File: config.mk
export PLATFORM = sky130hd
export DESIGN_NAME = edge_walker
export DESIGN_NICKNAME = d
export VERILOG_FILES = /design/src/design/rast_pkg.sv /design/src/design/edge_walker.sv
export SDC_FILE = /design/constraint.sdc
export NUM_CORES = 1
export LEC_CHECK = 0
export BUFFER_PORTS_ARGS = -buffer_cell sky130_fd_sc_hd__buf_4
export CORE_AREA = 2 2 265 267
export DETAILED_ROUTE_END_ITERATION = 12
export DIE_AREA = 0 0 267 269
export PLACE_DENSITY = 0.51
export RECOVER_POWER = 25
export SLEW_MARGIN = 20
export SYNTH_ARGS = -nofsm -noshare
export SYNTH_HDL_FRONTEND = slang
export SYNTH_SLANG_ARGS = --single-unit
File: constraint.sdc
create_clock -name clk_in -period 13.8 [get_ports clk_in]
set_clock_uncertainty 0.15 [all_clocks]
set_input_delay 2.76 -clock clk_in [delete_from_list [all_inputs] [get_ports clk_in]]
set_output_delay 2.76 -clock clk_in [all_outputs]
set_load 0.005 [all_outputs]
File: src/design/rast_pkg.sv
`default_nettype none

package rast_pkg;

  // framebuffer size in pixels
  localparam int FB_HRES = 320;
  localparam int FB_VRES = 180;

  // fraction bits of x, y, z and the scale factors
  localparam int FRAC = 14;

  // view coordinate, 3 integer bits and 14 fraction bits
  typedef logic signed [16:0] coord_t;

  // depth value, 14 fraction bits
  typedef logic signed [28:0] depth_t;

  // integer pixel coordinate before clamping
  // wide enough for roughly +-4 view units
  typedef logic signed [10:0] scr_t;

  // clamped pixel column and row
  typedef logic [8:0] hcount_t;
  typedef logic [7:0] vcount_t;

  // edge function value and its per-step increments
  typedef logic signed [23:0] edge_t;

  // pixels per view unit, 14 fraction bits
  typedef logic signed [22:0] scale_t;

  // 320 / 3 and 180 / 3 in fixed point
  localparam scale_t HRES_BY_VW = 23'sd1747627;
  localparam scale_t VRES_BY_VH = 23'sd983040;

  // half the 3 by 3 view window, 1.5 in coord_t
  localparam coord_t HALF_VW = coord_t'(3 << (FRAC - 1));
  localparam coord_t HALF_VH = coord_t'(3 << (FRAC - 1));

  // scan FSM of the edge walker
  typedef enum logic [1:0] {
    WALK_IDLE,
    WALK_SCAN,
    WALK_DONE
  } walk_state_t;

endpackage

`default_nettype wire

File: src/design/edge_walker.sv
`timescale 1ns/1ps
`default_nettype none

module edge_walker (
  input  wire                      clk_in,
  input  wire                      reset,
  input  wire  rast_pkg::hcount_t  h_min, h_max,
  input  wire  rast_pkg::vcount_t  v_min, v_max,
  input  wire                      box_empty,
  input  wire  rast_pkg::edge_t    a0, b0,
  input  wire  rast_pkg::edge_t    a1, b1,
  input  wire  rast_pkg::edge_t    a2, b2,
  input  wire  rast_pkg::edge_t    e0, e1, e2,
  input  wire  rast_pkg::depth_t   z_min,
  input  wire                      valid_in,
  output logic                     ready_out,
  output rast_pkg::hcount_t        hcount_out,
  output rast_pkg::vcount_t        vcount_out,
  output rast_pkg::depth_t         z_out,
  output logic                     valid_out,
  output logic                     tri_done_out,
  input  wire                      ready_in
);

  rast_pkg::walk_state_t state;

  // box of the triangle being walked
  rast_pkg::hcount_t h_start;
  rast_pkg::hcount_t h_end;
  rast_pkg::vcount_t v_end;

  // current pixel
  rast_pkg::hcount_t h;
  rast_pkg::vcount_t v;
  rast_pkg::depth_t z;

  // step coefficients held for the walk
  rast_pkg::edge_t step_a0, step_a1, step_a2;
  rast_pkg::edge_t step_b0, step_b1, step_b2;

  // edge values at the row start and at the current pixel
  rast_pkg::edge_t row0, row1, row2;
  rast_pkg::edge_t cur0, cur1, cur2;

  logic covered;
  logic advance;
  logic row_end;
  logic last;
  logic load;

  // inside for either winding
  assign covered = ((cur0 >= 0) && (cur1 >= 0) && (cur2 >= 0)) ||
                   ((cur0 <= 0) && (cur1 <= 0) && (cur2 <= 0));

  assign valid_out = (state == rast_pkg::WALK_SCAN) && covered;
  // step unless a covered pixel is waiting on the sink
  assign advance = (state == rast_pkg::WALK_SCAN) && (!valid_out || ready_in);
  assign row_end = (h == h_end);
  assign last = row_end && (v == v_end);

  // a new setup may load while idle or in the done cycle
  assign ready_out = (state != rast_pkg::WALK_SCAN);
  assign load = ready_out && valid_in;
  assign tri_done_out = (state == rast_pkg::WALK_DONE);

  assign hcount_out = h;
  assign vcount_out = v;
  assign z_out = z;

  always_ff @(posedge clk_in) begin
    if (reset) begin
      state <= rast_pkg::WALK_IDLE;
    end else begin
      case (state)
        rast_pkg::WALK_IDLE, rast_pkg::WALK_DONE: begin
          if (load) begin
            // an empty box skips straight to the done pulse
            state <= box_empty ? rast_pkg::WALK_DONE : rast_pkg::WALK_SCAN;
          end else begin
            state <= rast_pkg::WALK_IDLE;
          end
        end
        rast_pkg::WALK_SCAN: begin
          if (advance && last) begin
            state <= rast_pkg::WALK_DONE;
          end
        end
        default: begin
          state <= rast_pkg::WALK_IDLE;
        end
      endcase
    end
  end

  // walk datapath adds only
  always_ff @(posedge clk_in) begin
    if (load) begin
      h_start <= h_min;
      h_end <= h_max;
      v_end <= v_max;
      h <= h_min;
      v <= v_min;
      z <= z_min;
      step_a0 <= a0;
      step_a1 <= a1;
      step_a2 <= a2;
      step_b0 <= b0;
      step_b1 <= b1;
      step_b2 <= b2;
      row0 <= e0;
      row1 <= e1;
      row2 <= e2;
      cur0 <= e0;
      cur1 <= e1;
      cur2 <= e2;
    end else if (advance) begin
      if (row_end) begin
        // back to the left edge and one row down
        h <= h_start;
        v <= v + 1'b1;
        row0 <= row0 + step_b0;
        row1 <= row1 + step_b1;
        row2 <= row2 + step_b2;
        cur0 <= row0 + step_b0;
        cur1 <= row1 + step_b1;
        cur2 <= row2 + step_b2;
      end else begin
        h <= h + 1'b1;
        cur0 <= cur0 + step_a0;
        cur1 <= cur1 + step_a1;
        cur2 <= cur2 + step_a2;
      end
    end
  end

  // emitted pixels stay within the clamped box
  a_pixel_in_box: assert property (@(posedge clk_in) disable iff (reset)
    valid_out |-> (hcount_out >= h_start) && (hcount_out <= h_end) &&
                  (hcount_out < rast_pkg::FB_HRES) && (vcount_out <= v_end));

  // a stalled pixel keeps its position and depth until taken
  a_pixel_held: assert property (@(posedge clk_in) disable iff (reset)
    (valid_out && !ready_in) |=>
      (valid_out && $stable({hcount_out, vcount_out, z_out})));

endmodule

`default_nettype wire

==> report_table.html <==
<table>
<tr><th>Metric</th><th>Value</th></tr>
<tr><th colspan="2">Detailed routing</th></tr>
<tr><td>1st-pass router iterations</td><td>5</td></tr>
<tr><td>Average vias per placed instance</td><td>4.98</td></tr>
<tr><td>Remaining routing DRC violations</td><td>0</td></tr>
<tr><td>Wirelength per Cell</td><td>19.5 um</td></tr>
<tr><td>Total via count in the routed design</td><td>15700</td></tr>
<tr><td>Remaining number of nets flagged by the antenna check after routing</td><td>0</td></tr>
<tr><td>Drt first-iter violations</td><td>1060</td></tr>
<tr><td>Total routed wirelength</td><td>61500 um</td></tr>
<tr><th colspan="2">Placed design</th></tr>
<tr><td>Final GP Congestion</td><td>0.892</td></tr>
<tr><td>Detailed-placement wirelength estimate</td><td>45300 um</td></tr>
<tr><td>IO buf count</td><td>332</td></tr>
<tr><th colspan="2">Synthesis</th></tr>
<tr><td>Sequential-to-total area share from yosys stat</td><td>52.8%</td></tr>
<tr><td>Synth warn</td><td>0</td></tr>
<tr><td>Number of flops mapped to enable cells by yosys</td><td>360</td></tr>
<tr><td>Area share of the largest cell type after synthesis</td><td>52.6%</td></tr>
<tr><td>Largest cells by area after synthesis</td><td>edfxtp_1, ha_1, nand2_1, a21oi_1, xnor2_1</td></tr>
<tr><td>Post-Synthesis Cells</td><td>1845</td></tr>
<tr><td>Dominant register cell in the synthesized netlist</td><td>edfxtp_1</td></tr>
<tr><td>Syn Nets</td><td>2275</td></tr>
<tr><td>Total standard cell area after synthesis</td><td>20500 sq um</td></tr>
<tr><td>Cell taking the most area after synthesis</td><td>edfxtp_1</td></tr>
<tr><td>Post-synth cell types</td><td>85</td></tr>
<tr><td>Async S/R FF share, synth</td><td>0%</td></tr>
<tr><td>Number of synthesized register bits</td><td>362</td></tr>
<tr><td>Mean Syn Cell Area</td><td>11.1 sq um</td></tr>
<tr><th colspan="2">Critical path</th></tr>
<tr><td>First element of the critical path</td><td>cur2[1]</td></tr>
<tr><td>CP Launch Type</td><td>register</td></tr>
<tr><td>Data required time of the critical path</td><td>10.89 ns</td></tr>
<tr><td>Crit Path Category</td><td>reg -&gt; out</td></tr>
<tr><td>Arrival time at the worst endpoint</td><td>3.08 ns</td></tr>
<tr><td>Critical path capture point type</td><td>primary output</td></tr>
<tr><td>Critical path peak fanout</td><td>3</td></tr>
<tr><td>Reg-to-reg critical path startpoint</td><td>cur2[1]</td></tr>
<tr><th colspan="2">Floorplan</th></tr>
<tr><td>Total core area</td><td>69300 sq um</td></tr>
<tr><td>Initial Util</td><td>29.6%</td></tr>
<tr><td>Top-Level Pins</td><td>333</td></tr>
<tr><td>X dimension of the die</td><td>267 um</td></tr>
<tr><td>Area of the die</td><td>71800 sq um</td></tr>
<tr><td>Placement row count</td><td>97</td></tr>
<tr><td>Vert. Die Dim</td><td>269 um</td></tr>
<tr><th colspan="2">Clocking</th></tr>
<tr><td>Worst-Skew Late Latency</td><td>0.59 ns</td></tr>
<tr><td>Max clock buf depth</td><td>3</td></tr>
<tr><td>Number of clock sinks seen by CTS</td><td>362</td></tr>
<tr><td>Post-CTS setup-driven buffer insertion count</td><td>0</td></tr>
<tr><td>TritonCTS clock tree</td><td>yes</td></tr>
<tr><td>Clock tree root driver cell</td><td>clkbuf_16</td></tr>
<tr><td>CTS clock-pin slew for the worst setup and hold paths</td><td>0.06 ns</td></tr>
<tr><td>H-Tree Level Count</td><td>2</td></tr>
<tr><td>Post-CTS Hold Buffers</td><td>0</td></tr>
<tr><td>Number of gates resized after CTS</td><td>0</td></tr>
<tr><td>Number of buffers created by CTS</td><td>46</td></tr>
<tr><th colspan="2">Global route</th></tr>
<tr><td>Global-route congestion overflow total</td><td>0</td></tr>
<tr><td>Largest net degree at the start of global routing</td><td>81</td></tr>
<tr><td>Via count of the first global-routing pass</td><td>15700</td></tr>
<tr><td>Number of antenna violations at the first check in global routing</td><td>10</td></tr>
<tr><td>Global-route wire length before repair</td><td>91400 um</td></tr>
<tr><td>Total routing usage reported by global routing</td><td>16.7%</td></tr>
<tr><th colspan="2">Timing</th></tr>
<tr><td>Top achievable clock speed</td><td>167 MHz</td></tr>
<tr><td>Max Transition Viols Final</td><td>0</td></tr>
<tr><td>Slew headroom</td><td>37.6%</td></tr>
<tr><td>Setup TNS after final layout</td><td>0 ns</td></tr>
<tr><td>Final Hold Vio Count</td><td>0</td></tr>
<tr><td>RSZ-0062 raised after global routing</td><td>no</td></tr>
<tr><td>Setup violations, final</td><td>0</td></tr>
<tr><td>Final critical path time including I/O delays and setup</td><td>5.99 ns</td></tr>
<tr><td>Fraction of the cycle the final worst path needs</td><td>43.4%</td></tr>
<tr><td>Worst Tran Pin Value</td><td>0.936 ns</td></tr>
<tr><th colspan="2">Cells and area</th></tr>
<tr><td>Area growth from synthesis to layout</td><td>24.5%</td></tr>
<tr><td>Commonest cells after routing, fill and taps aside</td><td>edfxtp_1, nand2_1, clkbuf_4</td></tr>
<tr><td>Most common library cell in the layout ignoring fill and taps</td><td>edfxtp_1</td></tr>
<tr><td>Final net count</td><td>2608</td></tr>
<tr><td>Fraction of layout instances using a drive strength above 1</td><td>20.1%</td></tr>
<tr><td>Fin util</td><td>36.9%</td></tr>
<tr><td>Area taken by multi-input logic gates</td><td>9310 sq um</td></tr>
<tr><td>Register area</td><td>10900 sq um</td></tr>
<tr><td>FILL cells</td><td>6883</td></tr>
<tr><th colspan="2">Power and ir drop</th></tr>
<tr><td>Maximum VDD drop</td><td>0.0834 mV</td></tr>
<tr><td>LEAKAGE</td><td>0.0102 uW</td></tr>
<tr><td>Power per standard cell area</td><td>153 nW/um^2</td></tr>
<tr><th colspan="2">Job</th></tr>
<tr><td>Max-cap check violation count</td><td>0</td></tr>
<tr><th colspan="2">Outcome</th></tr>
<tr><td>Status</td><td>completed</td></tr>
<tr><th colspan="2">Hold path</th></tr>
<tr><td>Hold Path Origin</td><td>state[0]</td></tr>
<tr><td>Classification of the worst-slack hold path</td><td>reg -&gt; reg</td></tr>
</table>
[report_power, final]
part           internal [uW]  switching [uW]  total (uW)
Clock                    719             500        1220
Sequential              1400            84.7        1490
Combinational            524             683        1210
[final timing paths]
check                   end  slack, ns  cells past startpoint
hold reg to reg    state[1]       0.42                      2
setup / recovery  valid_out       7.81                      7
setup reg to reg   cur1[14]       9.57                      9
hold / removal     state[1]       0.42                      2
[layer usage]
metal | GRT usage [%] | wire [um] | up-vias
li1 | - | - | 7632
met2 | 27.2 | 28500 | 434
met1 | 21.8 | 27000 | 7532
met4 | 5.56 | 1710 | 12
met5 | 0 | 76 | -
met3 | 4.01 | 4220 | 99
[state kept, by name (all words and copies together), names as in the netlist]
signal and cells:
h_end 9, step_b2 24, step_b0 24, cur2 24, vcount_out 8, step_a0 24, h_start 9, row0 24
state 2, row1 24, cur0 24, cur1 24, v_end 8, z_out 29, step_a1 24, step_b1 24
row2 24, hcount_out 9, step_a2 24
[layout make-up]
cell class	instances	area share [%]
diodes	2	0.0196
clock buffers	54	4.70
clock inverters	28	1.19
inverters	50	0.763
multi-input cells	1374	36.4
flip-flops and latches	362	42.4
well taps	940	4.60
repair buffers	344	9.91
[cells by family after synthesis]
family | after synthesis | share of synthesized area, %
compound gates | 538 | 17.1
mux | 15 | 0.761
xor+xnor | 142 | 6.05
buf+inv | 109 | 2.00
flops | 362 | 52.8
simple gates | 533 | 12.1
fa+ha+maj | 146 | 9.11
[per-stage QoR]
stage               instances  total power, uW  hold slack (ns)  area [sq um]  setup WS (ns)
finish                   3154             3920            0.422         25600           7.81
global route             3152             4150            0.472         25600           7.59
CTS                      3152             3960            0.426         25600           7.66
detailed placement       3070             2710            0.418         24100           7.43
global placement         3070             2700            0.389         24100           7.49
floorplan                1845             2370            0.365         20500           3.98
[Yosys cell counts, types with 13 or more instances]
master / n
a211oi_1: 20
a21o_1: 63
a21oi_1: 137
a31oi_1: 30
and3_1: 14
clkbuf_1: 52
edfxtp_1: 360
ha_1: 140
inv_1: 50
nand2_1: 209
nand2b_1: 21
nand3_1: 41
nand4_1: 22
nor2_1: 122
nor2b_1: 16
nor3_1: 17
nor4_1: 20
o211ai_1: 13
o21a_1: 26
o21ai_0: 133
o21bai_1: 15
or3_1: 13
xnor2_1: 78
xor2_1: 64
[worst max-delay path, cell delays in order, from the launching register on]
cell	delay, ns
edfxtp_1	0.43
nor4_1	0.64
nand4_1	0.19
o21bai_1	0.45
a22oi_1	0.16
a21oi_1	0.32
and2_1	0.18
buf_4	0.10
(Power assumes the default switching activity.)
