`config.mk`:
```
export PLATFORM = sky130hd
export DESIGN_NAME = view_to_pixel
export DESIGN_NICKNAME = d
export VERILOG_FILES = /design/src/design/rast_pkg.sv /design/src/design/view_to_pixel.sv
export SDC_FILE = /design/constraint.sdc
export NUM_CORES = 1
export LEC_CHECK = 0
export ABC_AREA = 1
export BUFFER_PORTS_ARGS = -buffer_cell sky130_fd_sc_hd__buf_4
export CAP_MARGIN = 10
export CORE_UTILIZATION = 53
export DETAILED_ROUTE_END_ITERATION = 7
export PLACE_DENSITY = 0.83
export SETUP_SLACK_MARGIN = 0.05
export SYNTH_ARGS = -nofsm -noshare
export SYNTH_HDL_FRONTEND = slang
export SYNTH_SLANG_ARGS = --single-unit
```
`constraint.sdc`:
```
create_clock -name clk_in -period 8.6 [get_ports clk_in]
set_input_delay 0.43 -clock clk_in [delete_from_list [all_inputs] [get_ports clk_in]]
set_output_delay 0.43 -clock clk_in [all_outputs]
set_load 0.01 [all_outputs]
```
`src/design/rast_pkg.sv`:
```
`default_nettype none

package rast_pkg;

  // framebuffer size in pixels
  localparam int FB_HRES = 320;
  localparam int FB_VRES = 180;

  // fraction bits of x, y, z and the scale factors
  localparam int FRAC = 14;

  // view coordinate, 3 integer bits and 14 fraction bits
  typedef logic signed [16:0] coord_t;

  // depth value, 14 fraction bits
  typedef logic signed [28:0] depth_t;

  // integer pixel coordinate before clamping
  // wide enough for roughly +-4 view units
  typedef logic signed [10:0] scr_t;

  // clamped pixel column and row
  typedef logic [8:0] hcount_t;
  typedef logic [7:0] vcount_t;

  // edge function value and its per-step increments
  typedef logic signed [23:0] edge_t;

  // pixels per view unit, 14 fraction bits
  typedef logic signed [22:0] scale_t;

  // 320 / 3 and 180 / 3 in fixed point
  localparam scale_t HRES_BY_VW = 23'sd1747627;
  localparam scale_t VRES_BY_VH = 23'sd983040;

  // half the 3 by 3 view window, 1.5 in coord_t
  localparam coord_t HALF_VW = coord_t'(3 << (FRAC - 1));
  localparam coord_t HALF_VH = coord_t'(3 << (FRAC - 1));

  // scan FSM of the edge walker
  typedef enum logic [1:0] {
    WALK_IDLE,
    WALK_SCAN,
    WALK_DONE
  } walk_state_t;

endpackage

`default_nettype wire

```
`src/design/view_to_pixel.sv`:
```
`timescale 1ns/1ps
`default_nettype none

module view_to_pixel (
  input  wire                      clk_in,
  input  wire                      reset,
  input  wire  rast_pkg::coord_t   x0, y0,
  input  wire  rast_pkg::coord_t   x1, y1,
  input  wire  rast_pkg::coord_t   x2, y2,
  input  wire  rast_pkg::depth_t   z0, z1, z2,
  input  wire                      valid_in,
  output logic                     ready_out,
  output rast_pkg::scr_t           px0, py0,
  output rast_pkg::scr_t           px1, py1,
  output rast_pkg::scr_t           px2, py2,
  output rast_pkg::depth_t         pz0, pz1, pz2,
  output logic                     valid_out,
  input  wire                      ready_in
);

  // shift to a 0-based window, scale, drop the 28 fraction bits
  // arithmetic shift of the signed product floors toward -inf
  function automatic rast_pkg::scr_t to_pixel(input rast_pkg::coord_t c,
                                              input rast_pkg::coord_t half,
                                              input rast_pkg::scale_t scale);
    logic signed [17:0] shifted;
    logic signed [40:0] prod;
    shifted = c + half;
    prod = shifted * scale;
    return rast_pkg::scr_t'(prod >>> (2 * rast_pkg::FRAC));
  endfunction

  // one-entry stage, loads when empty or being drained
  assign ready_out = !valid_out || ready_in;

  always_ff @(posedge clk_in) begin
    if (reset) begin
      valid_out <= 1'b0;
    end else if (ready_out) begin
      valid_out <= valid_in;
    end
  end

  // payload, only written on a transfer
  always_ff @(posedge clk_in) begin
    if (ready_out && valid_in) begin
      px0 <= to_pixel(x0, rast_pkg::HALF_VW, rast_pkg::HRES_BY_VW);
      px1 <= to_pixel(x1, rast_pkg::HALF_VW, rast_pkg::HRES_BY_VW);
      px2 <= to_pixel(x2, rast_pkg::HALF_VW, rast_pkg::HRES_BY_VW);
      py0 <= to_pixel(y0, rast_pkg::HALF_VH, rast_pkg::VRES_BY_VH);
      py1 <= to_pixel(y1, rast_pkg::HALF_VH, rast_pkg::VRES_BY_VH);
      py2 <= to_pixel(y2, rast_pkg::HALF_VH, rast_pkg::VRES_BY_VH);
      // depth passes through untouched
      pz0 <= z0;
      pz1 <= z1;
      pz2 <= z2;
    end
  end

  // held vertices must not move while downstream stalls
  a_hold_stable: assert property (@(posedge clk_in) disable iff (reset)
    (valid_out && !ready_in) |=>
      (valid_out && $stable({px0, py0, px1, py1, px2, py2, pz0, pz1, pz2})));

endmodule

`default_nettype wire

```
==> results of run 1 <==
==> metrics by stage <==
step / hold WS [ns] / worst slack, ns / util / std cells
after floorplan: 0.4991 / 0.05529 / - / 3382
after global placement: 0.5367 / 2.606 / 0.6018 / 4478
after detailed placement: 0.5475 / 2.480 / 0.6018 / 4478
after CTS: 0.07455 / 2.995 / 0.6133 / 4509
after global routing: 0.08474 / 2.533 / 0.6133 / 4509
final: 0.1081 / 2.939 / 0.6134 / 4511
==> sequential cells by signal, summed over array words and instances, names as in the netlist <==
register / flops
pz0: 29
pz1: 29
pz2: 29
px0: 11
px1: 11
px2: 11
py0: 11
py1: 11
py2: 11
valid_out: 1
==> placed cells by master, fill, tap and decap left out, types with 2 or more instances in the layout <==
cell type and count:
bufinv_16 3, inv_2 3, o21ai_2 2, a21o_1 17, xor2_1 51, inv_1 986
o21ai_0 93, a21oi_1 169, o211ai_1 2, clkbuf_16 17, inv_8 4, nand2_1 485
or2_1 2, a21oi_2 2, a21boi_0 7, fa_1 438, nand4_1 26, or2_2 2
nand3_1 98, ha_1 522, nor2_1 212, o21bai_1 21, diode_2 2, a31oi_1 8
buf_4 349, o21a_1 9, nor4_1 5, nor3_1 34, xnor2_1 19, clkinv_8 2
edfxtp_1 153, a211oi_1 3, inv_6 3
==> layer usage <==
| layer | up-vias | wire length (µm) | track usage |
|---|---|---|---|
| met1 | 11003 | 30540 | 0.3363 |
| met2 | 677 | 36060 | 0.4727 |
| met5 | - | 0 | 0 |
| met3 | 111 | 4629 | 0.04977 |
| li1 | 11200 | - | - |
| met4 | 0 | 1878 | 0.08333 |
==> logic make-up (layout without fill, tap and decap cells) <==
family | count (synthesis) | after routing | share of synthesized area
adder cells (fa/ha/maj) | 960 | 960 | 0.5159
AND/OR/NAND/NOR | 869 | 869 | 0.1191
buffers and inverters | 990 | 1369 | 0.1253
other | 0 | 2 | 0
AO/OA/AOI/OAI | 339 | 339 | 0.06349
XOR/XNOR | 70 | 70 | 0.02067
flip-flops | 154 | 154 | 0.1556
==> critical path: cells and delay by family <==
kind / cells / cell delay, ns
buf+inv: 6 / 0.51
simple gates: 11 / 1.05
compound gates: 1 / 0.22
fa+ha+maj: 8 / 3.70
==> worst paths after layout <==
check                         start                endpoint  slack, ns
max                          x1[13]        px1[8]$_DFFE_PP_       2.94
min reg2reg  valid_out$_SDFFE_PP0N_  valid_out$_SDFFE_PP0N_       0.57
min                          z0[14]       pz0[14]$_DFFE_PP_       0.11
max reg2reg  valid_out$_SDFFE_PP0N_        pz2[2]$_DFFE_PP_       6.52
==> cell type report <==
| cell class | count | area [µm²] | area share |
|---|---|---|---|
| clock inverter | 14 | 210.2 | 0.006208 |
| inverter | 989 | 3712 | 0.1096 |
| antenna | 2 | 5.005 | 0.0001478 |
| clock buffer | 17 | 425.4 | 0.01256 |
| multi-input combinational | 2238 | 21340 | 0.6302 |
| tap | 748 | 935.9 | 0.02764 |
| timing repair buffer | 349 | 2620 | 0.07737 |
| sequential | 154 | 4614 | 0.1363 |
==> key figures, run 1 <==
Timing
  • Peak Freq: 176.6 MHz
  • Least-Margin Pin Slew: 0.9904 ns
  • Slew HR: 0.3398
  • Post-route minimum period: approximately 5.7 ns
  • Slew Limit Fails: 0
  • Final clock skew: 0.02149 ns
  • Final setup violation count: 0
  • RSZ-0062 raised after global routing: false
  • Final setup TNS: 0 ns
  • Fin. Hold Viols: 0
  • Final Cycle Share: 0.6583

Floorplan
  • Total Die Area: 56910 µm²
  • # IOs: 348
  • Total core area: 55200 µm²
  • Die height: 238.6 µm
  • Starting Density: 0.5373
  • Rows: 86
  • Chip Width: 238.6 µm

Logic synthesis
  • Synthesized area: 29660 µm²
  • Synth unique cells: 38
  • Synth async-reset ratio: 0
  • Top cells by area, synth: fa_1, ha_1, edfxtp_1
  • Ys flop type: edfxtp_1
  • Yosys warnings: 0
  • Leading area contributor after synthesis: fa_1
  • Cells after synthesis: 3382
  • Count leader, synth: inv_1
  • Synth Register Bits: 154
  • Number of synthesized flops with an enable pin: 153
  • Commonest cells in the netlist: inv_1, ha_1, nand2_1
  • Syn nets: approximately 4500
  • Avg Cell Area, Syn: around 8.8 µm²
  • Top-area cell type share of the netlist area: 0.2956
  • Post-synthesis sequential area ratio: 0.1556

Run
  • MaxCap Viol Count: 0

Global route
  • Vias in the first global route: 24526
  • Largest net degree at the start of global routing: 74
  • Wire length of the first global-routing pass: 119.9 mm
  • Total overflow reported by the global router: 0
  • GRT Util Overall: 0.2696
  • Initial antenna violation count: 1

Clock network
  • Sinks on Clock Net: 154
  • Clk root buf: clkbuf_16
  • Bufs on Longest Clock Path: 2
  • CTS tree: done
  • Post-CTS Setup Bufs: 0
  • # resized after CTS: 0
  • H-tree Lvls: 4
  • Clock Latency Late Sink: between 0.4 and 0.5 ns
  • Worst-path clk slew: 0.09 ns
  • CTS Buf Count: 17
  • CTS Hold Buffers Added: 0

Finish
  • Post-layout net count: a little under 5000
  • Area growth syn-to-layout: 14.17%
  • Finished layout cell area: 33860 µm²
  • Layout cells sized above 1: 0.1042
  • FILL cells: 4559

Placement
  • Final HPWL DP: 65.01 mm
  • GP Congestion: 1.006
  • Area after DPL: 33220 µm²
  • I/O Buffers: 347

Route
  • DRC viols: 0
  • DR iter-0 viols: about 1100
  • First-pass DRT Iterations: 5
  • Vias per cell: around 5.1
  • Total Routed Length: 73.10 mm
  • Antenna violation net count after detailed routing: 0
  • Wirelength per Cell: 16.21 µm
  • Via Count: 22991

Worst setup path
  • CP max stage cell: fa_1
  • Crit-path most repeated cell: nor2_1
  • CP endpoint kind: register
  • Slowest stage delay, CP: 0.74 ns
  • Worst Path Max Fanout: 5
  • Crit Path Class: input pin to register
  • Startpoint types: input pin
  • Reg2reg path depth: 2
  • Crit path arrival time: just under 6 ns
  • CP required: approximately 8.8 ns

Worst hold path
  • Hold path depth: 1
  • Hold Crit Class: input pin to register

Status
  • Outcome: completed
Power of run 1 is left out: the tool's default activity adds up to more than one toggle a clock period on the data nets, which glitch-free logic cannot reach.
==> run 2: changes to the inputs <==
clock period = 5 ns   (was 8.6 ns; I/O delays follow)
==> key figures, run 2 (synthesis results as in run 1) <==
Global route
  • Wire length of the first global-routing pass: 133.2 mm (+11%)
  • Initial antenna violation count: 5 (+4)
  • Largest net degree at the start of global routing: 87 (+18%)
  • Vias in the first global route: 26858 (+9.5%)
  • GRT Util Overall: 0.3002 (+0.03055)
  • Total overflow reported by the global router: 0 (unchanged)

Route
  • Antenna violation net count after detailed routing: 0 (unchanged)
  • DR iter-0 viols: 1414 (+27%)
  • Vias per cell: 5.133 (+0.72%)
  • Total Routed Length: 83.20 mm (+14%)
  • First-pass DRT Iterations: 6 (+1)
  • DRC viols: 0 (unchanged)
  • Met1 WL: 33.03 mm (+8.2%)
  • Via Count: 24959 (+8.6%)
  • Wire length on met2: 41.90 mm (+16%)
  • Wirelength per Cell: 17.11 µm (+5.6%)
  • Routed wl met3: 4.934 mm (+6.6%)
  • DR top layer: met5

Worst setup path
  • Startpoint types: input pin
  • Critical path buffer and inverter count: 7 (+1)
  • CP endpoint kind: register
  • CP max stage cell: fa_1
  • Slowest stage delay, CP: 0.60 ns (-0.14 ns)
  • Top delay family on crit path: adder cells
  • Crit path arrival time: 5.06 ns (-0.84 ns)
  • CP required: 5.20 ns (-3.64 ns)
  • Worst Path Max Fanout: 5 (unchanged)
  • Reg2reg path depth: 2 (unchanged)
  • Crit Path Class: input pin to register
  • Crit path depth: 25 (-3.8%)
  • Crit-path most repeated cell: nand2_1

Placement
  • I/O Buffers: 347 (unchanged)
  • Area after DPL: 35470 µm² (+6.8%)
  • Final HPWL DP: 69.79 mm (+7.3%)
  • GP Congestion: 0.9770 (-2.9%)

Finish
  • Commonest non-fill, non-tap cell in the layout: inv_1
  • Sequential cell area: 4614 µm² (unchanged)
  • Commonest cells after routing, fill and taps aside: inv_1, buf_4, ha_1, nand2_1, fa_1
  • Finished layout cell area: 37520 µm² (+11%)
  • Post-layout net count: 5252 (+7.1%)
  • Area of the multi-input gates: 22220 µm² (+4.1%)
  • Area growth syn-to-layout: 26.49%
  • Layout cells sized above 1: 0.2031 (+0.09884)
  • FILL cells: 4119 (-9.7%)
  • Largest registers: pz0 x29, pz1 x29, pz2 x29

Clock network
  • Clk root buf: clkbuf_16
  • H-tree Lvls: 4 (unchanged)
  • Clock Latency Late Sink: 0.45 ns (-0.04 ns)
  • Sinks on Clock Net: 154 (unchanged)
  • CTS Buf Count: 17 (unchanged)
  • Bufs on Longest Clock Path: 2 (unchanged)
  • CTS tree: done
  • Worst-path clk slew: 0.07 ns (-0.02 ns)

Timing
  • Post-route minimum period: a little under 5 ns
  • Final clock skew: 0.01593 ns (-0.005559 ns)
  • Final Cycle Share: 0.9734
  • Final setup violation count: 0 (unchanged)
  • Slew Limit Fails: 0 (unchanged)
  • RSZ-0062 raised after global routing: true
  • Slew HR: 0.2646 (-0.07514)
  • Least-Margin Pin Slew: 1.103 ns (+0.1127 ns)
  • Peak Freq: 205.5 MHz
  • Fin. Hold Viols: 0 (unchanged)

Status
  • Outcome: completed

Floorplan
  • Total Die Area: 56910 µm² (unchanged)
  • Rows: 86 (unchanged)
  • Starting Density: 0.5373 (unchanged)
  • # IOs: 348 (unchanged)
  • Chip Width: 238.6 µm (unchanged)
  • Total core area: 55200 µm² (unchanged)
  • Die height: 238.6 µm (unchanged)

Worst hold path
  • Hold path depth: 1 (unchanged)
  • Hold Crit Class: input pin to register

Run
  • MaxCap Viol Count: 0 (unchanged)
[run 2: changes by cell type in the layout (fill, tap and decap cells not counted), moves of 18 or more]
cell and change:
ha_1 -25, inv_1 -22, nor2_2 +27, nand2_2 +21, nor2_1 -32, a21oi_1 -26, dlygate4sd3_1 +87, inv_2 +18
nand2_1 -27, o21ai_0 -19, buf_4 +261, ha_4 +22, a21oi_2 +21
[run 2: what timing repair did]
item	4_1_cts	5_1_grt
setup endpoints to repair	7	33
hold buffers	87	0
resized for setup	6	139
setup buffers	1	9
endpoints found under the hold margin	87	0
pin swaps	2	61
[run 2: through the flow]
stage / hold WS (ns) / worst slack, ns / utilization / instances / setup TNS [ns]
final: 0.03885 / 0.1331 / 0.6796 / 4862 / 0
after global routing: 0.005936 / -0.02563 / 0.6796 / 4862 / -0.02876
after CTS: 0.001032 / 0.04680 / 0.6685 / 4851 / 0
after detailed placement: 0.4161 / -0.4695 / 0.6426 / 4731 / -11.31
after global placement: 0.4059 / -0.3796 / 0.6426 / 4731 / -9.051
after floorplan: 0.3191 / -0.04959 / - / 3382 / -0.05465
[run 2: routing by layer]
metal  track usage  up-vias
met4        0.1138        6
met1        0.3603    11968
li1              -    11891
met2        0.5344      891
met3       0.05358      203
met5             0        -
[run 2: final timing paths]
kind / slack (ns) / start / end
worst max-delay path: 0.13 / x0[13] / px0[9]$_DFFE_PP_
worst min-delay path: 0.04 / z0[23] / pz0[23]$_DFFE_PP_
worst max register to register: 3.16 / valid_out$_SDFFE_PP0N_ / py1[6]$_DFFE_PP_
worst min register to register: 0.56 / valid_out$_SDFFE_PP0N_ / valid_out$_SDFFE_PP0N_
[run 2: worst reg2reg max path: cells and delay by family (launching register included)]
family | cells | cell delay [ns]
AO/OA/AOI/OAI | 1 | 0.18
buffers and inverters | 1 | 0.83
flip-flops | 1 | 0.35
[run 2: layout make-up]
type,instances,share of cell area
inverters,989,0.09932
multi-input cells,2238,0.5923
clock buffers,19,0.01154
flip-flops and latches,154,0.1230
well taps,748,0.02495
clock inverters,13,0.002902
diodes,2,0.0001334
repair buffers,699,0.1459
Power of run 2 is left out for the same reason.
